File: config.mk
export PLATFORM = sky130hd
export DESIGN_NAME = comm_link_top
export DESIGN_NICKNAME = d
export VERILOG_FILES = /design/src/design/link_data_pkg.sv /design/src/design/link_ctrl_pkg.sv /design/src/design/link_ctrl.sv /design/src/design/link_tx_packer.sv /design/src/design/link_rx_assembler.sv /design/src/design/comm_link_top.sv
export VERILOG_INCLUDE_DIRS = /design/src /design/src/design
export SDC_FILE = /design/constraint.sdc
export NUM_CORES = 1
export LEC_CHECK = 0
export ABC_CLOCK_PERIOD_IN_PS = 15600
export BUFFER_PORTS_ARGS = -buffer_cell sky130_fd_sc_hd__clkbuf_2
export CAP_MARGIN = 20
export CORE_MARGIN = 5
export CORE_UTILIZATION = 67
export CTS_BUF_LIST = sky130_fd_sc_hd__clkbuf_8
export CTS_CLUSTER_SIZE = 14
export DETAILED_ROUTE_END_ITERATION = 12
export PLACE_DENSITY = 0.89
export SYNTH_ARGS = -nofsm -noshare
export SYNTH_HDL_FRONTEND = slang
export SYNTH_HIERARCHICAL = 1
export SYNTH_SLANG_ARGS = --single-unit
File: constraint.sdc
create_clock -name io_master_clk -period 15.6 [get_ports io_master_clk]
set_clock_uncertainty 0.05 [all_clocks]
set_input_delay 3.12 -clock io_master_clk [delete_from_list [all_inputs] [get_ports io_master_clk]]
set_output_delay 3.12 -clock io_master_clk [all_outputs]
set_load 0.005 [all_outputs]
File: src/design/link_cfg.svh
`ifndef LINK_CFG_SVH
`define LINK_CFG_SVH

// ****************************************
// link geometry
// ****************************************

// bits carried by one lane in one cycle
`define LINK_CHANNEL_WIDTH 8

// physical lanes between the two chips
`define LINK_NUM_CHANNELS 4

// beats per ring packet, so 64 bits per packet
`define LINK_RING_BYTES 8

// ****************************************
// calibration and flow control
// ****************************************

// cycles of training pattern sent after reset
`define LINK_CALIB_CYCLES 16

// training word, sent alternately true and inverted
`define LINK_CALIB_PATTERN 8'hA5

// rx buffer depth in packets, also the tx credit count at start
`define LINK_TOKEN_CREDITS 4

`endif

File: src/design/link_data_pkg.sv
`include "link_cfg.svh"

// datapath types shared by tx, rx and the top level
package link_data_pkg;

   // one lane beat
   typedef logic [`LINK_CHANNEL_WIDTH-1:0] beat_t;

   // a whole ring packet, beat 0 in the low bits
   typedef logic [`LINK_CHANNEL_WIDTH*`LINK_RING_BYTES-1:0] packet_t;

   // one bit per physical lane
   typedef logic [`LINK_NUM_CHANNELS-1:0] lane_mask_t;

   // position of a beat inside its packet
   typedef logic [$clog2(`LINK_RING_BYTES)-1:0] beat_idx_t;

   // credits held by tx, or packets held by rx
   typedef logic [$clog2(`LINK_TOKEN_CREDITS+1)-1:0] credit_t;

   // everything that crosses the board on the data wires
   typedef struct packed {
      lane_mask_t                         valid;
      beat_t [`LINK_NUM_CHANNELS-1:0]     data;
   } lane_bus_t;

endpackage

File: src/design/link_ctrl_pkg.sv
// control side types, state machine and the control bundle

package link_ctrl_pkg;

   import link_data_pkg::*;

   // link bring-up sequence
   typedef enum logic [2:0] {
      LS_RESET,
      LS_CALIB,
      LS_DECIDE,
      LS_ACTIVE,
      LS_DEAD
   } link_state_t;

   // sent from link_ctrl to both datapaths
   typedef struct packed {
      // training pattern phase in progress
      logic       calib;
      // link is up, packets may flow
      logic       active;
      // lanes that passed training
      lane_mask_t active_mask;
   } link_ctl_t;

endpackage

File: src/design/link_ctrl.sv
`timescale 1ns/1ps
`include "link_cfg.svh"

module link_ctrl
   import link_data_pkg::*;
   import link_ctrl_pkg::*;
(
   input  logic       io_master_clk,
   input  logic       reset_i,
   input  lane_mask_t lane_good_i,
   input  logic       calib_done_i,
   output link_ctl_t  ctl_o,
   output logic       link_up_o,
   output logic       link_dead_o,
   output lane_mask_t active_mask_o
);

   localparam int cal_width_lp = $clog2(`LINK_CALIB_CYCLES);

   link_state_t             state_r;
   link_state_t             state_n;
   logic [cal_width_lp-1:0] cal_cnt_r;
   lane_mask_t              mask_r;
   logic                    cal_last;
   logic                    verdict;

   // ****************************************
   // state machine
   // ****************************************

   // last cycle of the training window
   assign cal_last = (cal_cnt_r == cal_width_lp'(`LINK_CALIB_CYCLES - 1));

   // receiver has finished checking and its lane mask is final
   assign verdict = (state_r == LS_DECIDE) && calib_done_i;

   always_comb
   begin
      state_n = state_r;
      case (state_r)
         // one idle cycle so both datapaths see a clean start
         LS_RESET:
            state_n = LS_CALIB;
         LS_CALIB:
            if (cal_last)
               state_n = LS_DECIDE;
         // hold here until rx drains the pattern through its pipeline
         LS_DECIDE:
            if (calib_done_i)
               state_n = (lane_good_i != '0) ? LS_ACTIVE : LS_DEAD;
         // both end states are left only by reset
         LS_ACTIVE:
            state_n = LS_ACTIVE;
         LS_DEAD:
            state_n = LS_DEAD;
         default:
            state_n = LS_RESET;
      endcase
   end

   always_ff @(posedge io_master_clk)
   begin
      if (reset_i)
      begin
         state_r   <= LS_RESET;
         cal_cnt_r <= '0;
         mask_r    <= '0;
      end
      else
      begin
         state_r <= state_n;
         // count training cycles and clear outside the window
         if (state_r == LS_CALIB)
            cal_cnt_r <= cal_cnt_r + 1'b1;
         else
            cal_cnt_r <= '0;
         // latch the lane verdict once
         if (verdict)
            mask_r <= lane_good_i;
      end
   end

   // ****************************************
   // outputs
   // ****************************************

   assign ctl_o.calib       = (state_r == LS_CALIB);
   assign ctl_o.active      = (state_r == LS_ACTIVE);
   assign ctl_o.active_mask = mask_r;

   assign link_up_o     = (state_r == LS_ACTIVE);
   assign link_dead_o   = (state_r == LS_DEAD);
   assign active_mask_o = mask_r;

   // ****************************************
   // checks
   // ****************************************

   // tx and rx slice by this mask so a change mid-stream would scramble packets
   mask_stable_a : assert property (@(posedge io_master_clk) disable iff (reset_i)
      link_up_o |=> $stable(active_mask_o));

   // a link is never reported up and dead at once
   up_dead_a : assert property (@(posedge io_master_clk) disable iff (reset_i)
      !(link_up_o && link_dead_o));

endmodule

File: src/design/link_tx_packer.sv
`timescale 1ns/1ps
`include "link_cfg.svh"

module link_tx_packer
   import link_data_pkg::*;
   import link_ctrl_pkg::*;
(
   input  logic      io_master_clk,
   input  logic      reset_i,
   input  link_ctl_t ctl_i,
   input  logic      core_v_i,
   input  packet_t   core_data_i,
   output logic      core_yumi_o,
   output lane_bus_t tline_o,
   input  logic      tline_token_i
);

   // wide enough to hold one past the last beat
   localparam int pos_width_lp = $clog2(`LINK_RING_BYTES) + 1;

   logic                    busy_r;
   packet_t                 pkt_r;
   beat_idx_t               beat_idx_r;
   credit_t                 credit_r;
   logic                    cal_on_r;
   logic                    cal_phase_r;
   lane_bus_t               beat_bus;
   logic [pos_width_lp-1:0] beat_end;

   // take a packet only when idle, up, and rx has room for it
   assign core_yumi_o = ctl_i.active & ~busy_r & (credit_r != '0) & core_v_i;

   // ****************************************
   // lane slicing
   // ****************************************

   // active lanes in increasing index each take the next beat
   always_comb
   begin
      logic [pos_width_lp-1:0] pos;
      pos      = {1'b0, beat_idx_r};
      beat_bus = '0;
      for (int l = 0; l < `LINK_NUM_CHANNELS; l++)
      begin
         if (ctl_i.active_mask[l] && (pos < `LINK_RING_BYTES))
         begin
            beat_bus.valid[l] = 1'b1;
            beat_bus.data[l]  = pkt_r[pos*`LINK_CHANNEL_WIDTH +: `LINK_CHANNEL_WIDTH];
            pos = pos + 1'b1;
         end
      end
      // first beat for the next cycle
      beat_end = pos;
   end

   // packet beats when busy, else training pattern, else idle wires
   always_comb
   begin
      tline_o = '0;
      if (busy_r)
         tline_o = beat_bus;
      else if (cal_on_r)
      begin
         tline_o.valid = '1;
         for (int l = 0; l < `LINK_NUM_CHANNELS; l++)
            tline_o.data[l] = cal_phase_r ? ~beat_t'(`LINK_CALIB_PATTERN)
                                          : beat_t'(`LINK_CALIB_PATTERN);
      end
   end

   // ****************************************
   // control registers
   // ****************************************

   always_ff @(posedge io_master_clk)
   begin
      if (reset_i)
      begin
         busy_r      <= 1'b0;
         beat_idx_r  <= '0;
         credit_r    <= credit_t'(`LINK_TOKEN_CREDITS);
         cal_on_r    <= 1'b0;
         cal_phase_r <= 1'b0;
      end
      else
      begin
         // pattern trails the calib flag by one cycle, true word first
         cal_on_r <= ctl_i.calib;
         if (cal_on_r)
            cal_phase_r <= ~cal_phase_r;
         else
            cal_phase_r <= 1'b0;

         if (core_yumi_o)
         begin
            busy_r     <= 1'b1;
            beat_idx_r <= '0;
         end
         else if (busy_r)
         begin
            // last slice of the packet goes out this cycle
            if (beat_end >= `LINK_RING_BYTES)
               busy_r <= 1'b0;
            beat_idx_r <= beat_idx_t'(beat_end);
         end

         // one credit spent per packet, one back per token
         credit_r <= credit_r - credit_t'(core_yumi_o) + credit_t'(tline_token_i);
      end
   end

   // packet payload
   always_ff @(posedge io_master_clk)
   begin
      if (core_yumi_o)
         pkt_r <= core_data_i;
   end

   // rx never returns more tokens than packets it was sent
   credit_bound_a : assert property (@(posedge io_master_clk) disable iff (reset_i)
      credit_r <= credit_t'(`LINK_TOKEN_CREDITS));

endmodule

File: src/design/link_rx_assembler.sv
`timescale 1ns/1ps
`include "link_cfg.svh"

module link_rx_assembler
   import link_data_pkg::*;
   import link_ctrl_pkg::*;
(
   input  logic       io_master_clk,
   input  logic       reset_i,
   input  link_ctl_t  ctl_i,
   input  lane_bus_t  tline_i,
   output logic       tline_token_o,
   output lane_mask_t lane_good_o,
   output logic       calib_done_o,
   output logic       core_v_o,
   output packet_t    core_data_o,
   input  logic       core_ready_i
);

   localparam int pos_width_lp = $clog2(`LINK_RING_BYTES) + 1;
   localparam int cal_width_lp = $clog2(`LINK_CALIB_CYCLES);
   localparam int depth_lp     = `LINK_TOKEN_CREDITS;
   localparam int ptr_width_lp = $clog2(depth_lp);

   lane_bus_t               line_r;
   logic                    calib_d1_r;
   logic                    calib_d2_r;
   logic [cal_width_lp-1:0] cal_cnt_r;
   logic                    cal_phase_r;
   lane_mask_t              lane_good_r;
   logic                    calib_done_r;
   beat_t                   expect_beat;
   lane_mask_t              lane_ok;
   packet_t                 asm_pkt_r;
   packet_t                 asm_next;
   beat_idx_t               asm_idx_r;
   logic [pos_width_lp-1:0] asm_end;
   logic                    wr_en;
   logic                    rd_en;
   packet_t                 fifo_mem [depth_lp];
   logic [ptr_width_lp-1:0] wr_ptr_r;
   logic [ptr_width_lp-1:0] rd_ptr_r;
   credit_t                 count_r;
   logic                    token_r;

   // ****************************************
   // line capture and calibration check
   // ****************************************

   // pattern expected in the current checked cycle
   assign expect_beat = cal_phase_r ? ~beat_t'(`LINK_CALIB_PATTERN)
                                    : beat_t'(`LINK_CALIB_PATTERN);

   always_comb
   begin
      for (int l = 0; l < `LINK_NUM_CHANNELS; l++)
         lane_ok[l] = line_r.valid[l] && (line_r.data[l] == expect_beat);
   end

   always_ff @(posedge io_master_clk)
   begin
      if (reset_i)
      begin
         line_r       <= '0;
         calib_d1_r   <= 1'b0;
         calib_d2_r   <= 1'b0;
         cal_cnt_r    <= '0;
         cal_phase_r  <= 1'b0;
         lane_good_r  <= '1;
         calib_done_r <= 1'b0;
      end
      else
      begin
         line_r <= tline_i;
         // tx register plus our line register put the pattern two cycles late
         calib_d1_r <= ctl_i.calib;
         calib_d2_r <= calib_d1_r;
         if (calib_d2_r && !calib_done_r)
         begin
            // one bad cycle condemns the lane
            lane_good_r <= lane_good_r & lane_ok;
            cal_phase_r <= ~cal_phase_r;
            cal_cnt_r   <= cal_cnt_r + 1'b1;
            if (cal_cnt_r == cal_width_lp'(`LINK_CALIB_CYCLES - 1))
               calib_done_r <= 1'b1;
         end
      end
   end

   assign lane_good_o  = lane_good_r;
   assign calib_done_o = calib_done_r;

   // ****************************************
   // packet reassembly
   // ****************************************

   // same lane rule as tx, counting only valid beats on active lanes
   always_comb
   begin
      logic [pos_width_lp-1:0] pos;
      pos      = {1'b0, asm_idx_r};
      asm_next = asm_pkt_r;
      for (int l = 0; l < `LINK_NUM_CHANNELS; l++)
      begin
         if (ctl_i.active && ctl_i.active_mask[l] && line_r.valid[l]
             && (pos < `LINK_RING_BYTES))
         begin
            asm_next[pos*`LINK_CHANNEL_WIDTH +: `LINK_CHANNEL_WIDTH] = line_r.data[l];
            pos = pos + 1'b1;
         end
      end
      asm_end = pos;
   end

   // packet complete this cycle
   assign wr_en = (asm_end >= `LINK_RING_BYTES);

   always_ff @(posedge io_master_clk)
   begin
      if (reset_i)
         asm_idx_r <= '0;
      else if (wr_en)
         asm_idx_r <= '0;
      else
         asm_idx_r <= beat_idx_t'(asm_end);
   end

   always_ff @(posedge io_master_clk)
   begin
      asm_pkt_r <= asm_next;
      if (wr_en)
         fifo_mem[wr_ptr_r] <= asm_next;
   end

   // ****************************************
   // receive buffer and token return
   // ****************************************

   assign core_v_o    = (count_r != '0);
   assign core_data_o = fifo_mem[rd_ptr_r];
   assign rd_en       = core_v_o & core_ready_i;

   always_ff @(posedge io_master_clk)
   begin
      if (reset_i)
      begin
         wr_ptr_r <= '0;
         rd_ptr_r <= '0;
         count_r  <= '0;
         token_r  <= 1'b0;
      end
      else
      begin
         if (wr_en)
            wr_ptr_r <= (wr_ptr_r == ptr_width_lp'(depth_lp - 1)) ? '0 : wr_ptr_r + 1'b1;
         if (rd_en)
            rd_ptr_r <= (rd_ptr_r == ptr_width_lp'(depth_lp - 1)) ? '0 : rd_ptr_r + 1'b1;
         count_r <= count_r + credit_t'(wr_en) - credit_t'(rd_en);
         // each pop frees a slot, tell tx
         token_r <= rd_en;
      end
   end

   assign tline_token_o = token_r;

   // tx credits must keep the sender from overrunning the buffer
   no_overflow_a : assert property (@(posedge io_master_clk) disable iff (reset_i)
      wr_en |-> (count_r != credit_t'(depth_lp)));

endmodule

File: src/design/comm_link_top.sv
`timescale 1ns/1ps

module comm_link_top
   import link_data_pkg::*;
   import link_ctrl_pkg::*;
(
   input  logic       io_master_clk,
   input  logic       reset_i,

   // packets in from the core, valid/yumi
   input  logic       core_v_i,
   input  packet_t    core_data_i,
   output logic       core_yumi_o,

   // packets out to the core, valid/ready
   output logic       core_v_o,
   output packet_t    core_data_o,
   input  logic       core_ready_i,

   // board wires
   output lane_bus_t  tline_o,
   output logic       tline_token_o,
   input  lane_bus_t  tline_i,
   input  logic       tline_token_i,

   // link status
   output logic       link_up_o,
   output logic       link_dead_o,
   output lane_mask_t active_mask_o
);

   link_ctl_t  ctl;
   lane_mask_t lane_good;
   logic       calib_done;

   // ****************************************
   // bring-up control
   // ****************************************

   link_ctrl u_ctrl (
      .io_master_clk (io_master_clk),
      .reset_i       (reset_i),
      .lane_good_i   (lane_good),
      .calib_done_i  (calib_done),
      .ctl_o         (ctl),
      .link_up_o     (link_up_o),
      .link_dead_o   (link_dead_o),
      .active_mask_o (active_mask_o)
   );

   // ****************************************
   // datapaths
   // ****************************************

   // outbound side, credits come back on tline_token_i
   link_tx_packer u_tx (
      .io_master_clk (io_master_clk),
      .reset_i       (reset_i),
      .ctl_i         (ctl),
      .core_v_i      (core_v_i),
      .core_data_i   (core_data_i),
      .core_yumi_o   (core_yumi_o),
      .tline_o       (tline_o),
      .tline_token_i (tline_token_i)
   );

   // inbound side, also judges the lanes during training
   link_rx_assembler u_rx (
      .io_master_clk (io_master_clk),
      .reset_i       (reset_i),
      .ctl_i         (ctl),
      .tline_i       (tline_i),
      .tline_token_o (tline_token_o),
      .lane_good_o   (lane_good),
      .calib_done_o  (calib_done),
      .core_v_o      (core_v_o),
      .core_data_o   (core_data_o),
      .core_ready_i  (core_ready_i)
   );

endmodule

Word-level counts from Yosys, hierarchy flattened
Memories as Yosys holds them, arrays and structs flattened. A register that Yosys moved wholly into a read port is not among the register bits. Cells that the tools add are included. Widths: inputs -> output; s select.

RAM bits: 256. Output and inout bits: 109. Input bits: 105. Register bits: 206. Memories kept: 1.

Memories: u_rx.fifo_mem (depth 4, width 64, read ports 1, clocked after Yosys merged registers in 1, wr ports 1, RTL line link_rx_assembler.sv:40) `packet_t fifo_mem [depth_lp];`.

Shift-type cells: 12. Eq/ne operators: 14. Add/sub/neg operators: 20. Reductions and logical operators: 31. $lt $le $gt $ge: 8. Mux-type cells: 41. Bitwise operators: 10.

Operators by type and width (count): $bwmux 64 (4); $mux 64 (4); $shift 8x34->64 const A (4); $shiftx 8x34->64 (4); $shiftx 64x8->8 (3); $neg 7->34 (3); $mux 36 (2); $shiftx 64x7->8 (1); $mux 8 (6); $neg 6->34 (1); $add 4x1->4 const B (8); $eq 8x8->1 (4); $mux 4 (8); $lt 4x4->1 const B (6); $logic_and 1x1->1 (20); $pmux 3 s5 (1); $mux 1 (9); $mux 3 (3); $add 3x1->4 const B (2); $eq 4x4->1 const B (2); $ge 4x4->1 const B (2); $mux 2 (4); $reduce_or 2->1 (4); $add 3x1->3 (2); other kinds (16) (29).

Longest topological paths before layout
Depth after elaboration: 16. Gate-level depth with buffers: 27. Gate-level depth less buffers: 22.

Cells and area by module
Netlist, hierarchy kept.

Modules (own cells, without submodules): link_rx_assembler (seq. area each 10189.8 µm², area an instance 17386.7 µm², times used 1, cells each 1198); link_tx_packer (seq. area each 2102.0 µm², area an instance 5195.0 µm², times used 1, cells each 454); link_ctrl (seq. area each 220.2 µm², area an instance 505.5 µm², times used 1, cells each 54).

Least setup slack after synthesis
OpenSTA, ideal clock, no wires.

Path type: input to output. Start: input port core_v_i. End: output port core_yumi_o. Stages on the path: 2. Arrival: 7.746 ns. Required time: 12.430 ns. Path slack: 4.684 ns. Path through: nand2_1 nor3_1.

Longest elaborated chain between the ends: 1.

Ends and longest elaborated chain: start: declaration (RTL line comm_link_top.sv:11) `input logic core_v_i,`; $and 1x1->1 (RTL line link_tx_packer.sv:31) `assign core_yumi_o = ctl_i.active & ~busy_r & (credit_r != '0) & core_v_i;`; end: declaration (RTL line comm_link_top.sv:13) `output logic core_yumi_o,`.

Every way passes these cells.

==> impl_results.rst <==
.. list-table::
   :header-rows: 1

   * - Metric
     - Value
   * - Status
     - complete, no violations
   * - Post-route minimum period
     - 8720 ps
   * - Required time of the critical path
     - 12430 ps
   * - Largest incremental delay on the critical path
     - 790 ps
   * - Area share of the leading cell type in the synthesized netlist
     - 41.6%
   * - Setup CP Type
     - reg -> out
   * - Remaining global-route overflow
     - 0
   * - Fin cells
     - 2424
   * - Vert. Die Dim
     - 196 microns
   * - Final hold vios
     - 0
   * - Psw
     - 0.564 mW
   * - Busiest metal layer after global routing
     - met2
   * - Final total negative setup slack
     - 0 ps
   * - Post-synth top area cell
     - sky130_fd_sc_hd__edfxtp_1
   * - CTS buffer count
     - 73
   * - RSZ-0062 raised after global routing
     - false
   * - Crit end category
     - primary output
   * - Critical-path maximum fanout
     - 16
   * - Post-placement cell area
     - 24400 sq um
   * - Startpoint class of the critical path
     - register
   * - Floorplan row count
     - 68
   * - Initial drt markers
     - 1785
   * - Area used by multi-input combinational logic
     - 9970 sq um
   * - Combinational cell fraction of total power
     - 5.9%
   * - Clk pwr share
     - 38.5%
   * - Data arrival time of the critical path
     - 5550 ps
   * - Total wire length after detailed routing
     - 62600 microns
   * - Total of flip-flops plus latches after synthesis
     - 465
   * - Post-cts gate resize count
     - 0
   * - Number of hold buffers added after cts
     - 0
   * - Number of buffer cells added on primary ports
     - 213
   * - Clock Tree Buf Depth
     - 3
   * - Master of the slowest instance on the critical path
     - sky130_fd_sc_hd__dfxtp_1
   * - Insertion delay of the later-clocked pin in the worst-skew pair
     - 620 ps
   * - Via count of the routed design
     - 16000
   * - Number of synthesis warnings
     - 6
   * - Register area share after synthesis
     - 54.2%
   * - Area Overhead vs Synth
     - 11.5%
   * - Clock Sinks
     - 465
   * - First-pass GRT wire length
     - 95300 microns
   * - Global routing usage on met2
     - 52.2%
   * - Final setup vio count
     - 0
   * - Leading cell type in the layout, fill and taps excluded
     - sky130_fd_sc_hd__edfxtp_1
   * - Worst slew margin
     - 23.4%
   * - Non-Filler Cell Area, Final
     - 25700 sq um
   * - Netlist Area Pre-Place
     - 23100 sq um
   * - Clock-pin slew on the worst setup and hold paths
     - 60 ps
   * - Fill cell count
     - 2127
   * - Final weighted congestion in routability-driven placement
     - 0.993
   * - Seq. cell area
     - 12500 sq um
   * - Total power per unit cell area
     - 95.0 nW/um^2
   * - Ordered list of cells on the worst path
     - ha_1 -> mux2i_1 -> buf_4 -> inv_1 -> ha_1 -> nor3_1 -> a21o_1 -> inv_1 -> ha_1 -> nand2_1 -> xor2_2 -> nor2_1 -> a32o_1 -> o31ai_1 -> clkbuf_2
   * - Most common flop cell mapped by yosys
     - sky130_fd_sc_hd__edfxtp_1
   * - Average wire per standard cell
     - 25.8 microns
   * - Pint
     - 1.88 mW
   * - Most Frequent Cell on Critical Path
     - sky130_fd_sc_hd__ha_1
   * - Initial antenna violation count
     - 0
   * - Layout cells sized above 1
     - 27.9%
   * - Commonest cells after routing, fill and taps aside
     - 320 x sky130_fd_sc_hd__edfxtp_1, 276 x sky130_fd_sc_hd__mux2i_1, 213 x sky130_fd_sc_hd__clkbuf_2, 143 x sky130_fd_sc_hd__dfxtp_1, 107 x sky130_fd_sc_hd__nand2_1
   * - Synth unique cells
     - 93
   * - Total track usage
     - 32.2%
   * - Number of slew-limit violations in the final report
     - 0
   * - Post-CTS setup buffer count
     - 0
   * - Max Clock Freq
     - 115 MHz
   * - Class of the tightest hold or removal check
     - reg -> reg
   * - Root buf cell
     - sky130_fd_sc_hd__clkbuf_8
   * - Dominant cells by area after synthesis
     - sky130_fd_sc_hd__edfxtp_1 42%, sky130_fd_sc_hd__dfxtp_1 13%, sky130_fd_sc_hd__mux2i_1 12%, sky130_fd_sc_hd__mux4_2 7.8%, sky130_fd_sc_hd__mux2_2 4.9%
   * - Number of flops mapped to enable cells by yosys
     - 320
   * - Core Area
     - 34300 sq um
   * - Final routed DRC violation total
     - 0
   * - MaxCap Viol Count
     - 0
   * - Initial cell density of the core
     - 67.3%
   * - Post-synth ARST share
     - 0%
   * - DRT Pass-1 Iters
     - 7
   * - Mapped Avg Cell Area
     - 13.5 sq um
   * - Clock H-tree levels
     - 3
   * - Met1 Use GR
     - 42.1%
   * - Final clock period utilization by the worst path
     - 55.9%
   * - TritonCTS clock tree
     - yes
   * - Net switching share of the total power
     - 23.1%
   * - Maximum number of pins on one net before global-route repair
     - 77
   * - Number of vias per cell
     - 6.59
   * - Chip Width
     - 196 microns
   * - Total number of nets in the final design
     - 2042
   * - Placed cell count
     - 2288
   * - Pin slew with the least headroom to its limit
     - 1140 ps
   * - Flop pwr share
     - 55.7%
   * - Peak ir drop on the vdd network
     - 0.0797 mV
   * - Die area
     - 38300 sq um
   * - Vias in the first global route
     - 16400
   * - Boundary Pins
     - 214
   * - Final ANT Viol Nets
     - 0
   * - Detailed placer's ending HPWL
     - 42800 microns
   * - Syn Inst Count
     - 1706
   * - Post-Syn Nets
     - 1840
   * - Static Leakage
     - 9.33 nW
   * - Met3 usage in global routing
     - 7.82%
sequential cells by signal (all words and copies together), names as in the netlist, 4 cells and up, named ones only:
name / flops
u_ctrl/cal_cnt_r: 4
u_rx/asm_pkt_r: 64
u_rx/line_r: 36
u_rx/cal_cnt_r: 4
u_rx/lane_good_o: 4
u_ctrl/active_mask_o: 4
u_tx/pkt_r: 64
u_rx/fifo_mem: 256
routing by layer:
metal  routed length [microns]  part of all wire [%]
met5                         0                     0
met4                      2870                   4.6
met3                      5950                   9.5
met2                     30200                    48
met1                     23600                    38
logic make-up after synthesis:
logic type               synth area share (%)
XOR/XNOR                                 1.51
flip-flops                               54.2
AND/OR/NAND/NOR                          10.1
adder cells (fa/ha/maj)                  1.64
AO/OA/AOI/OAI                            5.02
buffers and inverters                    2.79
multiplexers                             24.7
synth_stat cells, drive strengths merged, types with 3 or more instances:
cell and instances:
edfxtp 320, nor2 52, ha 27, a32o 8
nor4 3, nand4 17, nor2b 47, o21ai 47
mux4 80, a21oi 18, and2 25, a2111oi 3
or3b 6, nor4b 13, nand2 108, nand3 62
and4 5, mux2 101, nor3 19, buf 55
o31ai 20, dfxtp 145, nand4b 3, xnor2 16
mux2i 276, o22ai 12, nand3b 7, or3 4
a21o 8, o211ai 4, xor2 13, a22o 3
nand2b 14, a31oi 9, clkbuf 51, and3 14
a211oi 4, nor3b 15, o21a 3, inv 34
per-stage QoR:
step	worst slack [ps]	utilization [%]	total power, mW	hold WS [ps]
finish	6880	75.1	2.44	387
global route	6590	75.0	2.54	416
CTS	7000	75.0	2.46	395
detailed placement	7700	71.2	1.53	386
global placement	7880	71.1	1.53	373
floorplan	4680	-	1.47	360
power by group through the flow:
stage | Clock [mW] | Sequential (mW) | Combinational, mW
5_1_grt | 1.02 | 1.36 | 0.161
2_1_floorplan | 0 | 1.36 | 0.120
6_report | 0.940 | 1.36 | 0.144
3_3_place_gp | 0 | 1.38 | 0.142
4_1_cts | 0.957 | 1.36 | 0.147
3_5_place_dp | 0 | 1.39 | 0.146
worst max-delay path, delay by kind of cell (launching register included):
family / cells / cell delay [ps]
compound gates: 3 / 1200
xor+xnor: 1 / 530
fa+ha+maj: 3 / 880
buf+inv: 4 / 660
flops: 1 / 790
mux: 1 / 130
simple gates: 3 / 730
path summary, 6_finish.rpt:
kind | endpoint | cells past startpoint | startpoint | slack (ps)
hold / removal | u_rx/calib_d2_r | 1 | u_rx/calib_d1_r | 390
setup reg to reg | u_rx/fifo_mem[0][53] | 16 | u_ctrl/active_mask_o[0] | 9280
setup / recovery | tline_o[31] | 15 | u_tx/beat_idx_r[1] | 6880
hold reg to reg | u_rx/calib_d2_r | 1 | u_rx/calib_d1_r | 390
area by class of cell:
type,count,area share (%)
timing repair buffer,233,4.72
multi-input combinational,1101,38.7
sequential,465,48.6
clock inverter,56,1.11
clock buffer,76,4.06
tap,455,2.21
antenna,4,0.0389
inverter,34,0.505
(Power assumes the default switching activity.)
